===== src/hw/rv_fetch_pkg.sv =====
package rv_fetch_pkg;

    // Default register width, modules take it as their own XLEN parameter
    parameter int XLEN = 32;

    // Source of the next PC as seen by the PC register
    typedef enum logic [1:0] {
        PC_SEL_SEQ       = 2'b00,
        PC_SEL_PREDICTED = 2'b01,
        PC_SEL_REDIRECT  = 2'b10
    } pc_sel_t;

    // MEM-stage redirect, the highest priority source
    typedef struct packed {
        logic        valid;
        logic [31:0] tgt;
    } redirect_t;

    // EX-stage selection, only the REDIRECT code overrides anything
    typedef struct packed {
        pc_sel_t     sel;
        logic [31:0] tgt;
    } ex_sel_t;

    // Decoder facts and its static prediction for the instruction in ID
    typedef struct packed {
        pc_sel_t     sel;
        logic [31:0] pred_tgt;
        logic        is_jalr;
    } id_info_t;

    // BTB read result for the current fetch address
    typedef struct packed {
        logic        hit;
        logic        taken;
        logic        is_return;
        logic [31:0] tgt;
    } btb_lookup_t;

    // BTB training write, normally driven from EX once a branch resolves
    typedef struct packed {
        logic        valid;
        logic        taken;
        logic        is_return;
        logic [31:0] pc;
        logic [31:0] tgt;
    } btb_update_t;

    // Return address stack command
    typedef struct packed {
        logic        push;
        logic        pop;
        logic [31:0] push_addr;
    } ras_op_t;

    // Prediction state captured in IF and handed to ID with the instruction
    typedef struct packed {
        logic        ras_valid;
        logic        btb_hit;
        logic        btb_is_return;
        logic [31:0] ras_tgt;
    } if_id_pred_t;

endpackage

===== src/hw/rv_fetch_top.sv =====
`timescale 1ns/10ps

module rv_fetch_top #(
    parameter int              XLEN         = rv_fetch_pkg::XLEN,
    parameter logic [XLEN-1:0] RESET_VECTOR = 'h0000_1000,
    parameter int              BTB_ENTRIES  = 16,
    parameter int              RAS_DEPTH    = 4
) (
    input  logic                      clk,
    input  logic                      reset,
    // Control from the later pipeline stages
    input  rv_fetch_pkg::redirect_t   mem_redir,
    input  rv_fetch_pkg::ex_sel_t     ex_sel,
    input  rv_fetch_pkg::id_info_t    id_info,
    input  rv_fetch_pkg::btb_update_t btb_upd,
    input  rv_fetch_pkg::ras_op_t     ras_op,
    // Wishbone fetch port
    output logic                      wb_cyc,
    output logic                      wb_stb,
    output logic                      wb_we,
    output logic [3:0]                wb_sel,
    output logic [XLEN-1:0]           wb_adr,
    input  logic                      wb_ack,
    input  logic [31:0]               wb_dat_i,
    // Fetched instruction and prediction kind for the hazard unit
    output logic [31:0]               instr,
    output logic                      instr_valid,
    output logic                      btb_pred_taken,
    output logic                      ras_pred_taken
);

    logic [XLEN-1:0]           pc;
    logic [XLEN-1:0]           next_tgt;
    logic                      ras_valid;
    logic [XLEN-1:0]           ras_tgt;
    rv_fetch_pkg::btb_lookup_t btb_lookup;
    rv_fetch_pkg::if_id_pred_t if_id;
    rv_fetch_pkg::pc_sel_t     pc_sel;

    // PC register and bus master
    rv_pc_gen #(
        .XLEN         (XLEN),
        .RESET_VECTOR (RESET_VECTOR)
    ) i_pc_gen (
        .clk         (clk),
        .reset       (reset),
        .pc_sel      (pc_sel),
        .next_tgt    (next_tgt),
        .ras_valid   (ras_valid),
        .ras_tgt     (ras_tgt),
        .btb         (btb_lookup),
        .pc          (pc),
        .if_id       (if_id),
        .wb_cyc      (wb_cyc),
        .wb_stb      (wb_stb),
        .wb_we       (wb_we),
        .wb_sel      (wb_sel),
        .wb_adr      (wb_adr),
        .wb_ack      (wb_ack),
        .wb_dat_i    (wb_dat_i),
        .instr       (instr),
        .instr_valid (instr_valid)
    );

    // BTB looks up the address currently on the bus
    rv_btb #(
        .XLEN        (XLEN),
        .BTB_ENTRIES (BTB_ENTRIES)
    ) i_btb (
        .clk    (clk),
        .reset  (reset),
        .pc     (pc),
        .upd    (btb_upd),
        .lookup (btb_lookup)
    );

    rv_ras #(
        .XLEN      (XLEN),
        .RAS_DEPTH (RAS_DEPTH)
    ) i_ras (
        .clk       (clk),
        .reset     (reset),
        .op        (ras_op),
        .ras_valid (ras_valid),
        .ras_tgt   (ras_tgt)
    );

    // Next PC arbitration, purely combinational
    rv_pc_sel #(
        .XLEN (XLEN)
    ) i_pc_sel (
        .mem_redir      (mem_redir),
        .ex_sel         (ex_sel),
        .id_info        (id_info),
        .ras_valid      (ras_valid),
        .ras_tgt        (ras_tgt),
        .btb            (btb_lookup),
        .if_id          (if_id),
        .pc_sel         (pc_sel),
        .next_tgt       (next_tgt),
        .btb_pred_taken (btb_pred_taken),
        .ras_pred_taken (ras_pred_taken)
    );

endmodule


===== src/hw/rv_pc_gen.sv =====
`timescale 1ns/10ps

module rv_pc_gen #(
    parameter int              XLEN         = rv_fetch_pkg::XLEN,
    parameter logic [XLEN-1:0] RESET_VECTOR = 'h0000_1000
) (
    input  logic                      clk,
    input  logic                      reset,
    input  rv_fetch_pkg::pc_sel_t     pc_sel,
    input  logic [XLEN-1:0]           next_tgt,
    input  logic                      ras_valid,
    input  logic [XLEN-1:0]           ras_tgt,
    input  rv_fetch_pkg::btb_lookup_t btb,
    output logic [XLEN-1:0]           pc,
    output rv_fetch_pkg::if_id_pred_t if_id,
    // Wishbone classic fetch master
    output logic                      wb_cyc,
    output logic                      wb_stb,
    output logic                      wb_we,
    output logic [3:0]                wb_sel,
    output logic [XLEN-1:0]           wb_adr,
    input  logic                      wb_ack,
    input  logic [31:0]               wb_dat_i,
    output logic [31:0]               instr,
    output logic                      instr_valid
);

    logic fetch_req;
    logic fetch_done;

    // The request goes up one cycle after reset and never drops again
    always_ff @(posedge clk) begin
        if (reset) begin
            fetch_req <= 1'b0;
        end else begin
            fetch_req <= 1'b1;
        end
    end

    // A fetch completes on the edge where the slave acks an active strobe
    assign fetch_done = wb_cyc && wb_stb && wb_ack;

    // PC moves only on the ack edge, so the address holds through wait states
    always_ff @(posedge clk) begin
        if (reset) begin
            pc <= RESET_VECTOR;
        end else if (fetch_done) begin
            if (pc_sel == rv_fetch_pkg::PC_SEL_SEQ) begin
                pc <= pc + XLEN'(4);
            end else begin
                pc <= next_tgt;
            end
        end
    end

    // IF to ID buffer, reloaded with each instruction that leaves IF
    always_ff @(posedge clk) begin
        if (reset) begin
            if_id <= '0;
        end else if (fetch_done) begin
            if_id.ras_valid     <= ras_valid;
            if_id.btb_hit       <= btb.hit;
            if_id.btb_is_return <= btb.is_return;
            if_id.ras_tgt       <= ras_tgt;
        end
    end

    assign wb_cyc = fetch_req;
    assign wb_stb = fetch_req;
    // Read only port, full word every time
    assign wb_we  = 1'b0;
    assign wb_sel = 4'hf;
    assign wb_adr = {pc[XLEN-1:2], 2'b00};

    // Instruction word is valid only in the ack cycle
    assign instr       = wb_dat_i;
    assign instr_valid = fetch_done;

endmodule


===== src/hw/rv_pc_sel.sv =====
`timescale 1ns/10ps

module rv_pc_sel #(
    parameter int XLEN = rv_fetch_pkg::XLEN
) (
    // MEM-stage misprediction redirect
    input  rv_fetch_pkg::redirect_t   mem_redir,
    // EX-stage redirect for jumps that were never predicted
    input  rv_fetch_pkg::ex_sel_t     ex_sel,
    // Decoder selection and static target for the instruction in ID
    input  rv_fetch_pkg::id_info_t    id_info,
    // Live top of the return address stack
    input  logic                      ras_valid,
    input  logic [XLEN-1:0]           ras_tgt,
    // BTB result for the address being fetched
    input  rv_fetch_pkg::btb_lookup_t btb,
    // IF prediction state that travelled along with the instruction now in ID
    input  rv_fetch_pkg::if_id_pred_t if_id,
    output rv_fetch_pkg::pc_sel_t     pc_sel,
    output logic [XLEN-1:0]           next_tgt,
    output logic                      btb_pred_taken,
    output logic                      ras_pred_taken
);

    logic                  ras_early;
    logic                  ras_late;
    logic                  ras_pred_valid;
    logic                  btb_pred_valid;
    logic                  id_predicted;
    rv_fetch_pkg::pc_sel_t sel_pred;
    logic [XLEN-1:0]       pred_tgt;

    assign id_predicted = (id_info.sel == rv_fetch_pkg::PC_SEL_PREDICTED);

    // Early RAS case: the BTB already knows this fetch address is a return
    assign ras_early = btb.hit && btb.is_return;

    // Late RAS case: ID decoded a JALR that IF did not catch as a return
    // The check uses the buffered BTB bits, which belong to the same instruction
    assign ras_late = id_info.is_jalr && !(if_id.btb_hit && if_id.btb_is_return);

    // Late predictions use the buffered stack state so that a pop between
    // IF and ID cannot make the prediction disagree with what ID saw
    assign ras_pred_valid = (ras_early && ras_valid) || (ras_late && if_id.ras_valid);

    // A BTB entry only predicts a jump when its taken bit is set
    assign btb_pred_valid = btb.hit && btb.taken;

    // First level: ID prediction beats RAS, which beats BTB, which beats static
    always_comb begin
        if (id_predicted) begin
            sel_pred = rv_fetch_pkg::PC_SEL_PREDICTED;
            pred_tgt = id_info.pred_tgt;
        end else if (ras_pred_valid) begin
            sel_pred = rv_fetch_pkg::PC_SEL_PREDICTED;
            // A late prediction must use the target buffered with its JALR,
            // even if IF holds an early prediction for some other address
            pred_tgt = ras_late ? if_id.ras_tgt : ras_tgt;
        end else if (btb_pred_valid) begin
            sel_pred = rv_fetch_pkg::PC_SEL_PREDICTED;
            pred_tgt = btb.tgt;
        end else begin
            // Static fallback, usually SEQ
            sel_pred = id_info.sel;
            pred_tgt = id_info.pred_tgt;
        end
    end

    // Second level: resolved redirects from later stages override any guess
    always_comb begin
        if (mem_redir.valid) begin
            pc_sel   = rv_fetch_pkg::PC_SEL_REDIRECT;
            next_tgt = mem_redir.tgt;
        end else if (ex_sel.sel == rv_fetch_pkg::PC_SEL_REDIRECT) begin
            pc_sel   = rv_fetch_pkg::PC_SEL_REDIRECT;
            next_tgt = ex_sel.tgt;
        end else begin
            pc_sel   = sel_pred;
            next_tgt = pred_tgt;
        end
    end

    // Tells the hazard logic what kind of prediction steered this fetch
    // Early RAS counts as a BTB prediction since no flush is needed,
    // returns are always taken even while the BTB taken bit is still clear
    assign btb_pred_taken = !id_predicted && (btb_pred_valid || ras_early);

    // A late RAS prediction arrives after the wrong-path fetch, so ID gets flushed
    assign ras_pred_taken = !id_predicted && ras_late;

endmodule


===== src/hw/rv_ras.sv =====
`timescale 1ns/10ps

module rv_ras #(
    parameter int XLEN      = rv_fetch_pkg::XLEN,
    parameter int RAS_DEPTH = 4
) (
    input  logic                  clk,
    input  logic                  reset,
    input  rv_fetch_pkg::ras_op_t op,
    output logic                  ras_valid,
    output logic [XLEN-1:0]       ras_tgt
);

    localparam int PTR_W = (RAS_DEPTH > 1) ? $clog2(RAS_DEPTH) : 1;
    localparam int CNT_W = $clog2(RAS_DEPTH + 1);
    localparam logic [PTR_W-1:0] LAST = PTR_W'(RAS_DEPTH - 1);

    logic [XLEN-1:0]  stack [RAS_DEPTH];
    // Points at the current top entry
    logic [PTR_W-1:0] top;
    logic [CNT_W-1:0] count;
    logic [PTR_W-1:0] top_inc;
    logic [PTR_W-1:0] top_dec;

    // Circular neighbours of the top pointer, the depth need not be a power of two
    assign top_inc = (top == LAST) ? '0 : top + 1'b1;
    assign top_dec = (top == '0) ? LAST : top - 1'b1;

    always_ff @(posedge clk) begin
        if (reset) begin
            top   <= '0;
            count <= '0;
        end else if (op.push && op.pop) begin
            // Replacing the top of an empty stack leaves one entry behind
            if (count == '0) begin
                count <= CNT_W'(1);
            end
        end else if (op.push) begin
            top <= top_inc;
            // When full the write lands on the oldest slot and the count saturates
            if (count != CNT_W'(RAS_DEPTH)) begin
                count <= count + 1'b1;
            end
        end else if (op.pop && (count != '0)) begin
            top   <= top_dec;
            count <= count - 1'b1;
        end
    end

    // Return addresses themselves
    always_ff @(posedge clk) begin
        if (op.push && op.pop) begin
            stack[top] <= op.push_addr;
        end else if (op.push) begin
            stack[top_inc] <= op.push_addr;
        end
    end

    assign ras_valid = (count != '0);
    assign ras_tgt   = stack[top];

endmodule


===== src/hw/rv_btb.sv =====
`timescale 1ns/10ps

module rv_btb #(
    parameter int XLEN        = rv_fetch_pkg::XLEN,
    parameter int BTB_ENTRIES = 16
) (
    input  logic                      clk,
    input  logic                      reset,
    input  logic [XLEN-1:0]           pc,
    input  rv_fetch_pkg::btb_update_t upd,
    output rv_fetch_pkg::btb_lookup_t lookup
);

    // Index comes from the word address bits just above the byte offset
    localparam int IDX_W = (BTB_ENTRIES > 1) ? $clog2(BTB_ENTRIES) : 1;
    // Everything above the index is kept as the tag
    localparam int TAG_W = XLEN - IDX_W - 2;

    // One BTB entry without its valid bit
    typedef struct packed {
        logic [TAG_W-1:0] tag;
        logic [XLEN-1:0]  tgt;
        logic             taken;
        logic             is_return;
    } btb_entry_t;

    logic [BTB_ENTRIES-1:0] entry_valid;
    btb_entry_t             entries [BTB_ENTRIES];

    logic [IDX_W-1:0] rd_idx;
    logic [TAG_W-1:0] rd_tag;
    logic [IDX_W-1:0] wr_idx;
    logic [TAG_W-1:0] wr_tag;
    btb_entry_t       rd_entry;

    assign rd_idx = pc[IDX_W+1:2];
    assign rd_tag = pc[XLEN-1:IDX_W+2];
    assign wr_idx = upd.pc[IDX_W+1:2];
    assign wr_tag = upd.pc[XLEN-1:IDX_W+2];

    // Valid bits are the only state that must come up clean
    always_ff @(posedge clk) begin
        if (reset) begin
            entry_valid <= '0;
        end else if (upd.valid) begin
            entry_valid[wr_idx] <= 1'b1;
        end
    end

    // Entry payload, a later update to the same index simply replaces it
    always_ff @(posedge clk) begin
        if (upd.valid) begin
            entries[wr_idx].tag       <= wr_tag;
            entries[wr_idx].tgt       <= upd.tgt;
            entries[wr_idx].taken     <= upd.taken;
            entries[wr_idx].is_return <= upd.is_return;
        end
    end

    assign rd_entry = entries[rd_idx];

    // Combinational lookup on the current PC
    // Taken and is_return are qualified by the hit so a stale entry never leaks
    always_comb begin
        lookup.hit       = entry_valid[rd_idx] && (rd_entry.tag == rd_tag);
        lookup.taken     = lookup.hit && rd_entry.taken;
        lookup.is_return = lookup.hit && rd_entry.is_return;
        lookup.tgt       = rd_entry.tgt;
    end

endmodule


===== config.mk =====
export PLATFORM = sky130hd
export DESIGN_NAME = rv_fetch_top
export DESIGN_NICKNAME = d
export VERILOG_FILES = /design/src/hw/rv_fetch_pkg.sv /design/src/hw/rv_fetch_top.sv /design/src/hw/rv_pc_gen.sv /design/src/hw/rv_pc_sel.sv /design/src/hw/rv_ras.sv /design/src/hw/rv_btb.sv
export SDC_FILE = /design/constraint.sdc
export NUM_CORES = 1
export LEC_CHECK = 0
export BUFFER_PORTS_ARGS = -buffer_cell sky130_fd_sc_hd__buf_2
export CAP_MARGIN = 20
export CORE_UTILIZATION = 40
export CTS_CLUSTER_DIAMETER = 80
export DETAILED_ROUTE_END_ITERATION = 10
export GPL_TIMING_DRIVEN = 0
export PLACE_DENSITY_LB_ADDON = 0.12
export SYNTH_ARGS = -nofsm -noshare
export SYNTH_HDL_FRONTEND = slang
export SYNTH_SLANG_ARGS = --single-unit

===== constraint.sdc =====
create_clock -name clk -period 5.3 [get_ports clk]
set_input_delay 0.53 -clock clk [delete_from_list [all_inputs] [get_ports clk]]
set_output_delay 0.53 -clock clk [all_outputs]
set_load 0.01 [all_outputs]

Yosys cells after proc, flatten, opt, wreduce, memory -nomap -nowiden

Memory sizes are Yosys's and may differ from the RTL's. A register that Yosys moved wholly into a read port is not among the register bits.
Cells that the tools add are included.

Word-level logic and storage cells: 96
Register bits: 89
Input bits: 238
Memories: 2
RAM bits: 1088
Output and inout port bits: 74

Add/sub/neg operators: 5
Bitwise gates (word level): 2
Reductions and logical operators: 28
Order comparisons: 3
Eq/ne operators: 7
Mux-type cells: 40

Memory list:

| name          | words | bits a word | read ports | clocked after memory_dff | wr ports | RTL line     | RTL |
|---|---|---|---|---|---|---|---|
| i_btb.entries | 16    | 60          | 1          | 1                        | 1        | rv_btb.sv:28 | `btb_entry_t entries [BTB_ENTRIES];` |
| i_ras.stack   | 4     | 32          | 1          | 1                        | 1        | rv_ras.sv:18 | `logic [XLEN-1:0] stack [RAS_DEPTH];` |

Operators by type and width:

| cell                  | count |
|---|---|
| $mux 32               | 8 |
| $add 32x3->32 const B | 1 |
| $reduce_or 32->1      | 1 |
| $eq 26x26->1          | 1 |
| $mux 2                | 12 |
| $or 16x16->16         | 1 |
| $logic_and 1x1->1     | 15 |
| $mux 3                | 5 |
| $mux 1                | 11 |
| $lt 4x5->1 const B    | 2 |
| $mux 4                | 2 |
| $reduce_bool 3->1     | 2 |
| $bmux 1 s4            | 1 |
| $demux 1 s4           | 1 |
| $eq 2x2->1 const B    | 2 |
| $ge 4x1->1 const B    | 1 |
| $logic_not 2->1       | 2 |
| $add 3x1->3 const B   | 1 |
| $logic_not 3->1       | 1 |
| $ne 3x1->1 const B    | 1 |
| $ne 3x3->1 const B    | 1 |
| $reduce_and 3->1      | 1 |
| $sub 3x1->3 const B   | 1 |
| $add 2x1->2 const B   | 1 |
| other kinds (8)       | 10 |

Logic depth before layout (Yosys ltp)

Gate-level depths: netlist (run 1).

Word-level depth: 15
Depth in mapped cells: 19
Depth with buffers taken out: 12

By module

Synthesis (run 1) repeated with hierarchy kept, for this count alone.

Cell total of the unflattened synthesis: 2613
Area total of the unflattened synthesis: 48335.1 µm²

Modules (own cells, without submodules):

| module    | area each (µm²) | times used | cells each | seq. area each (µm²) |
|---|---|---|---|---|
| rv_btb    | 37415.9         | 1          | 1587       | 29148.0 |
| rv_ras    | 5116.2          | 1          | 231        | 3983.8 |
| rv_pc_gen | 3668.5          | 1          | 482        | 1361.3 |
| rv_pc_sel | 2134.5          | 1          | 313        | 0.0 |

Worst setup path after synthesis (run 1)

OpenSTA, ideal clock, no wires.

Kind: input-to-reg
Start point: input port btb_upd[35] (netlist name)
End point: memory i_btb.entries[0][0] (netlist name), enable pin
Slack: -0.290 ns
Library setup time: 0.548 ns
Stages on the path: 2
Data arrival time: 5.041 ns
Required time: 4.752 ns
Cells stage by stage: or3b_2 nor3_1

RTL lines:

| what               | RTL line           | RTL |
|---|---|---|
| start: declaration | rv_fetch_top.sv:15 | `input rv_fetch_pkg::btb_update_t btb_upd,` |
| end: declaration   | rv_btb.sv:28       |  |

No word-level cell before the write port.

==> metrics.cfg, run 1 <==
[status]
status=finished clean

[place]
place_congestion=0.957
io_buffers=259
place_area_um2=50800
dp_hpwl_um=102000

[sta]
rsz0062_at_grt=no
fin_crit_ps=5160
period_share=0.974
skew_ps=24.9
relSlewSlack=0.293
hold_viol=0
tns_ps=0
drv_slew=0
tightestPinTransition_ps=1060
setup_viol=0
max_freq_mhz=194
worst_hold_slack_ps=54.5

[worst_setup_path]
required_ps=5860
timing.rr.end=i_pc_gen.pc[17]$_SDFFE_PP0P_
endpoint=i_pc_gen.pc[17]$_SDFFE_PP0P_
crit_fanout=10
crit_type=flip-flop to flip-flop
crit_path_end_kind=flip-flop
reg2regPathDepth=12
crit_arrival_ps=5720
r2r_setup_slack_ps=140
critPathLaunchType=flip-flop

[drt]
dr.first_iter.drc_count=2781
drtAntennaViolNets=0
wire_per_inst_um=31.4
vias_per_cell=5.80
vias=26200
drc=0
routed_wl_um=142000
dr.pass1.iters=8

[power]
ir_worst_vdd_mv=0.233
p_per_area_nw_per_um2=368
leakagePower_nw=17.6
p_total_mw=20.1

[global_routing]
grt_pass1_vias=26600
overflow=0
grt_usage=0.244
grt_pass1_wl_um=200000
use_met2=0.396
antenna_found_initial=20
top_usage_layer=met2
grt_max_degree=28
use_met3=0.0369
grt_use_met1=0.344

[floorplan]
die_area_um2=116000
fp.coreArea_um2=114000
die_w_um=341
die_y_um=341
placementRows=124
io_pins=312
initial_utilization=0.403

[finish]
final_layout_size_suffix_gt1_frac=0.320
stdcell_area_um2=54600
seq_area_um2=33300
multi_input_area_um2=11800
final_nets=3140
fillers=9637
final_core_util=0.478
areaGrowthSynthToFinish_pct=18.7

[synthesis]
synth_commonest_cells=edfxtp_1, mux4_2, nand2_1
ys.flop_type=edfxtp_1
yosysTopAreaCell=edfxtp_1
synth.top_cell.area_share=0.684
synth_seq_cells=1139
syn_area_per_cell_um2=18.9
synth.distinct_cells=79
synth_edf_count=1048
syn_area_um2=46000
yosys_warnings=0
synth_cells=2433
synth.most_common_cell=edfxtp_1
async_flop_share=0
synth_area_leaders=edfxtp_1, mux4_2, dfxtp_1, mux2i_1, a21oi_1
yosysSeqAreaShare=0.724

[clock_tree]
h-tree-depth=3
cts_tree=done
clkLatencyLatePin_ps=700
cts-root-buf=clkbuf_16
cts_setup_buffers=0
cts_inserted_buffers=117
clock_tree.buffer_depth=3
clk_pin_slew_ps=60
clock-sinks=1139

[flow_run]
cap_violations=0

[hold_path]
whs_path_depth=1
hp-class=primary input to flip-flop

-- worst min-delay path by stage --
stage | startpoint | end | slack [ps]
after CTS | ras_op[23] | i_ras.stack[0][23]$_DFFE_PP_ | 3
after global placement | i_pc_gen.if_id[26]$_SDFFE_PP0P_ | i_pc_gen.if_id[26]$_SDFFE_PP0P_ | 440
after global routing | ras_op[28] | i_ras.stack[3][28]$_DFFE_PP_ | 30
after detailed placement | i_pc_gen.if_id[14]$_SDFFE_PP0P_ | i_pc_gen.if_id[14]$_SDFFE_PP0P_ | 450
after floorplan | i_pc_gen.if_id[29]$_SDFFE_PP0P_ | i_pc_gen.if_id[29]$_SDFFE_PP0P_ | 430
final | ras_op[28] | i_ras.stack[3][28]$_DFFE_PP_ | 50
-- cell type report --
class | instances | share of cell area
multi-input cells | 1092 | 0.217
inverters | 23 | 0.00158
clock buffers | 142 | 0.0565
plain buffers | 184 | 0.0188
flip-flops and latches | 1139 | 0.610
clock inverters | 79 | 0.0110
well taps | 1512 | 0.0347
repair buffers | 341 | 0.0505
diodes | 6 | 0.000275
-- worst max-delay path, cell delays in order (launching register included) --
cell and delay, ps:
dfxtp_1 300, buf_4 200, buf_2 370, buf_2 430, buf_2 380, clkbuf_1 660, clkbuf_1 730, mux4_2 420
mux4_2 580, mux2i_1 180, nor3_1 70, a21oi_1 510, a21oi_1 140
-- stage by stage --
step,std cells,worst slack [ps]
after global placement,4209,-7240
after detailed placement,4290,-362
final,4518,136
after global routing,4514,15.8
after floorplan,2438,11.4
after CTS,4512,15.0
-- metal layers --
metal	up-vias	wire, um
li1	10900	-
met1	13900	59900
met2	1190	68300
met3	192	10400
met4	12	3360
met5	-	72
-- placed cells by master, fill, tap and decap left out, types with 11 or more instances in the layout --
cell type and instances:
a211oi_1 14, a21oi_1 99, a221oi_1 13, a31oi_1 23, buf_1 15, buf_12 35, buf_16 13, buf_2 297
buf_4 50, buf_6 28, clkbuf_1 82, clkbuf_16 120, clkinv_1 39, clkinv_2 23, dfxtp_1 91, edfxtp_1 1048
inv_1 20, mux2_2 13, mux2i_1 94, mux4_2 291, nand2_1 104, nand2b_1 19, nand3_1 30, nor2_1 86
nor2_4 14, nor3_1 21, o211ai_1 11, o21ai_0 30, o22ai_1 31, xnor2_1 29
-- sequential cells by signal (all words and copies together) (netlist names), named ones only --
name / count
i_ras.count: 3
i_pc_gen.pc: 30
i_ras.stack: 120
i_btb.entry_valid: 16
i_btb.entries: 928
i_pc_gen.wb_cyc: 1
i_ras.top: 2
i_pc_gen.if_id: 33
-- logic make-up (layout without fill, tap and decap cells) --
family | Yosys count | in the layout | synth area share
flops | 1139 | 1139 | 0.724
xor+xnor | 38 | 38 | 0.00724
fa+ha+maj | 4 | 4 | 0.00125
compound gates | 302 | 302 | 0.0430
mux | 399 | 399 | 0.166
simple gates | 342 | 342 | 0.0348
other cells | 2 | 13 | 0.000163
buf+inv | 207 | 769 | 0.0233
-- power breakdown --
group / switching [mW] / leakage [nW] / internal (mW)
logic: 1.19 / 5.60 / 0.769
clock network: 3.45 / 1.80 / 4.51
registers: 0.105 / 10.2 / 10.1
-- repair_timing --
item / in CTS / in global routing
resized for setup: 14 / 20
hold endpoints to repair: 4 / 0
setup endpoints to repair: 29 / 15
hold buffers: 1 / 0
No activity file was read; power rests on OpenSTA's default activity.
==> run 2: changes to the inputs <==
CORE_UTILIZATION = 54   (was 40)
PLACE_DENSITY = 0.78   (was unset)
PLACE_DENSITY_LB_ADDON = unset   (was 0.12)
SETUP_SLACK_MARGIN = 0.02   (was unset)
==> run 2 against run 1 <==
Die area is 26% lower. Via count increased by 3.6%. Critical path depth unchanged. Wire length fell by 2.8%. Critical endpoint is now btb_pred_taken. First-iteration DRC count is 35% higher. Cell area down 1.5%. Fmax fell by 1.7%. Clock skew grew 11 ps. Critical path type is now flip-flop to output pin. Sequential share of layout area is 0.94 points higher. Hold slack better by 4.8 ps. Clock power down 2%.
==> metrics.cfg, run 2 (synthesis gave the netlist of run 1 again) <==
[global_routing]
overflow=0  ; unchanged
grt_max_degree=31  ; +11%
grt_usage=0.318  ; +0.0740
antenna_found_initial=24  ; +20%
grt_pass1_vias=27100  ; +2.0%
grt_pass1_wl_um=193000  ; -3.2%

[clock_tree]
clkLatencyLatePin_ps=690  ; about the same
h-tree-depth=3  ; unchanged
clock_tree.buffer_depth=3  ; unchanged
cts_inserted_buffers=107  ; -8.5%
cts_tree=done
clk_pin_slew_ps=60  ; about the same
holdBufCountCts=0  ; -1
clock-sinks=1139  ; unchanged
cts-root-buf=clkbuf_16

[worst_setup_path]
r2r_setup_slack_ps=130  ; about the same
timing.rr.end=i_pc_gen.pc[3]$_SDFFE_PP0P_
cpPeakStageDelay_ps=750  ; +20 ps
cp_cell_sequence=buf_4, buf_2, inv_1, clkbuf_1, mux2i_1, xnor2_1, nor3_1, a41oi_1, a211oi_2, o2111ai_1, nor2_2, buf_2
cp_common_cell=buf_2
reg2regPathDepth=16  ; +4
critPathLaunchType=flip-flop
crit_path_end_kind=output pin
slowest_stage=clkbuf_1
crit_fanout=10  ; unchanged
crit_type=flip-flop to output pin
required_ps=4770  ; -1090 ps
crit_arrival_ps=4720  ; -1000 ps

[hold_path]
min_from=ras_op[15]
whs_path_depth=1  ; unchanged
hp-class=primary input to flip-flop
hold_end=i_ras.stack[0][15]$_DFFE_PP_

[sta]
max_freq_mhz=190  ; -1.7%
setup_viol=0  ; unchanged
hold_viol=0  ; unchanged
period_share=0.991  ; +0.0164
relSlewSlack=0.319  ; +0.0255
tightestPinTransition_ps=1020  ; -38.2 ps
rsz0062_at_grt=no
drv_slew=0  ; unchanged
skew_ps=35.5  ; +10.6 ps
fin_crit_ps=5250  ; +87.1 ps

[finish]
stdcell_count=4102  ; -9.2%
reg.largest.list=i_btb.entries x928, i_ras.stack x120, i_pc_gen.if_id x33
final_cell_mix=edfxtp_1, buf_2, mux4_2
areaGrowthSynthToFinish_pct=16.9
largest_reg_flops=928  ; unchanged
final_layout_size_suffix_gt1_frac=0.314  ; -0.00617
largest_register=i_btb.entries
final_nets=3109  ; -0.99%
final_common_cell=edfxtp_1
final_core_util=0.640  ; +0.162

[place]
place_inst=3892  ; -9.3%
place_congestion=0.983  ; +2.7%
dp_hpwl_um=93200  ; -8.2%
io_buffers=259  ; unchanged

[drt]
drc=0  ; unchanged
drtAntennaViolNets=0  ; unchanged
wire_per_inst_um=33.7  ; +7.1%
dr.first_iter.drc_count=3764  ; +35%
dr.pass1.iters=6  ; -2
routed_wl_um=138000  ; -2.8%
vias=27100  ; +3.6%
vias_per_cell=6.62  ; +14%

[floorplan]
die_w_um=294  ; -14%
fp.coreArea_um2=84000  ; -26%
placementRows=106  ; -15%
die_y_um=294  ; -14%
io_pins=312  ; unchanged
die_area_um2=86300  ; -26%
initial_utilization=0.548  ; +0.145

[power]
leakagePower_nw=17.4  ; -1.2%
ir_worst_vdd_mv=0.285  ; +22%
p_per_area_nw_per_um2=371  ; +0.73%

[status]
status=finished clean

[flow_run]
cap_violations=0  ; unchanged

## run 2: cell count changes in the layout (fill, tap and decap cells not counted), moves of 4 or more
cell       change
buf_6         -14
buf_8          -4
bufinv_16      +6
clkbuf_16     -13
clkbuf_2       -5
clkinv_1      -14
clkinv_2       -6
diode_2        +5
## run 2: what timing repair did
action	in CTS	in global routing
resized for setup	8	6
setup buffers	0	0
setup endpoints to repair	5	1
## run 2: worst max-delay path by stage
stage | endpoint | cells past startpoint | slack, ps | startpoint
finish | btb_pred_taken | 12 | 50 | flip-flop
global route | btb_pred_taken | 12 | 10 | flip-flop
CTS | btb_pred_taken | 13 | 20 | flip-flop
detailed placement | flip-flop | 15 | 40 | flip-flop
global placement | i_btb.entries[3][32]$_DFFE_PP_ | 3 | -5490 | btb_upd[34]
floorplan | i_btb.entries[3][0]$_DFFE_PP_ | 2 | 90 | btb_upd[34]
## run 2: worst max-delay path: cells and delay by family (launching register included)
kind	cells	cell delay [ps]
buffers and inverters	5	1690
AOI/OAI and AO/OA	3	880
and+or+nand+nor	2	500
xor gates and xnor gates	1	140
DFF	1	300
muxes	1	520
## run 2: final cells by class
class,instances,area [um2]
multi-input combinational,1092,11800
buffer,183,1010
tap,1134,1420
antenna,11,27.5
timing repair buffer,321,2550
clock inverter,73,797
sequential,1139,33300
clock buffer,126,2770
inverter,23,86.3
fill,5449,30200
## run 2: layer usage
metal | wire, um | GRT usage | up-vias
li1 | - | - | 10800
met1 | 48800 | 0.409 | 13900
met2 | 66800 | 0.519 | 2099
met3 | 15800 | 0.0704 | 371
met4 | 6550 | 0.145 | 18
met5 | 122 | 0 | -
## run 2: per-stage QoR
| step | instance area, um2 | setup slack (ps) | power (mW) | TNS (ps) | hold slack (ps) |
|---|---|---|---|---|---|
| global placement | 48700 | -5490 | 12.1 | -2056310 | 440 |
| finish | 53800 | 49.1 | 19.9 | 0 | 59.3 |
| global route | 53700 | 12.0 | 20.4 | 0 | 56.5 |
| detailed placement | 50100 | 35.4 | 12.2 | 0 | 448 |
| CTS | 53700 | 23.6 | 19.9 | 0 | 33.7 |
| floorplan | 46000 | 89.0 | 11.4 | 0 | 433 |
## run 2: power by group
part	leakage [nW]	switching, mW	internal [mW]
Combinational	5.46	1.18	0.756
Sequential	10.2	0.119	10.1
Clock	1.72	3.38	4.43
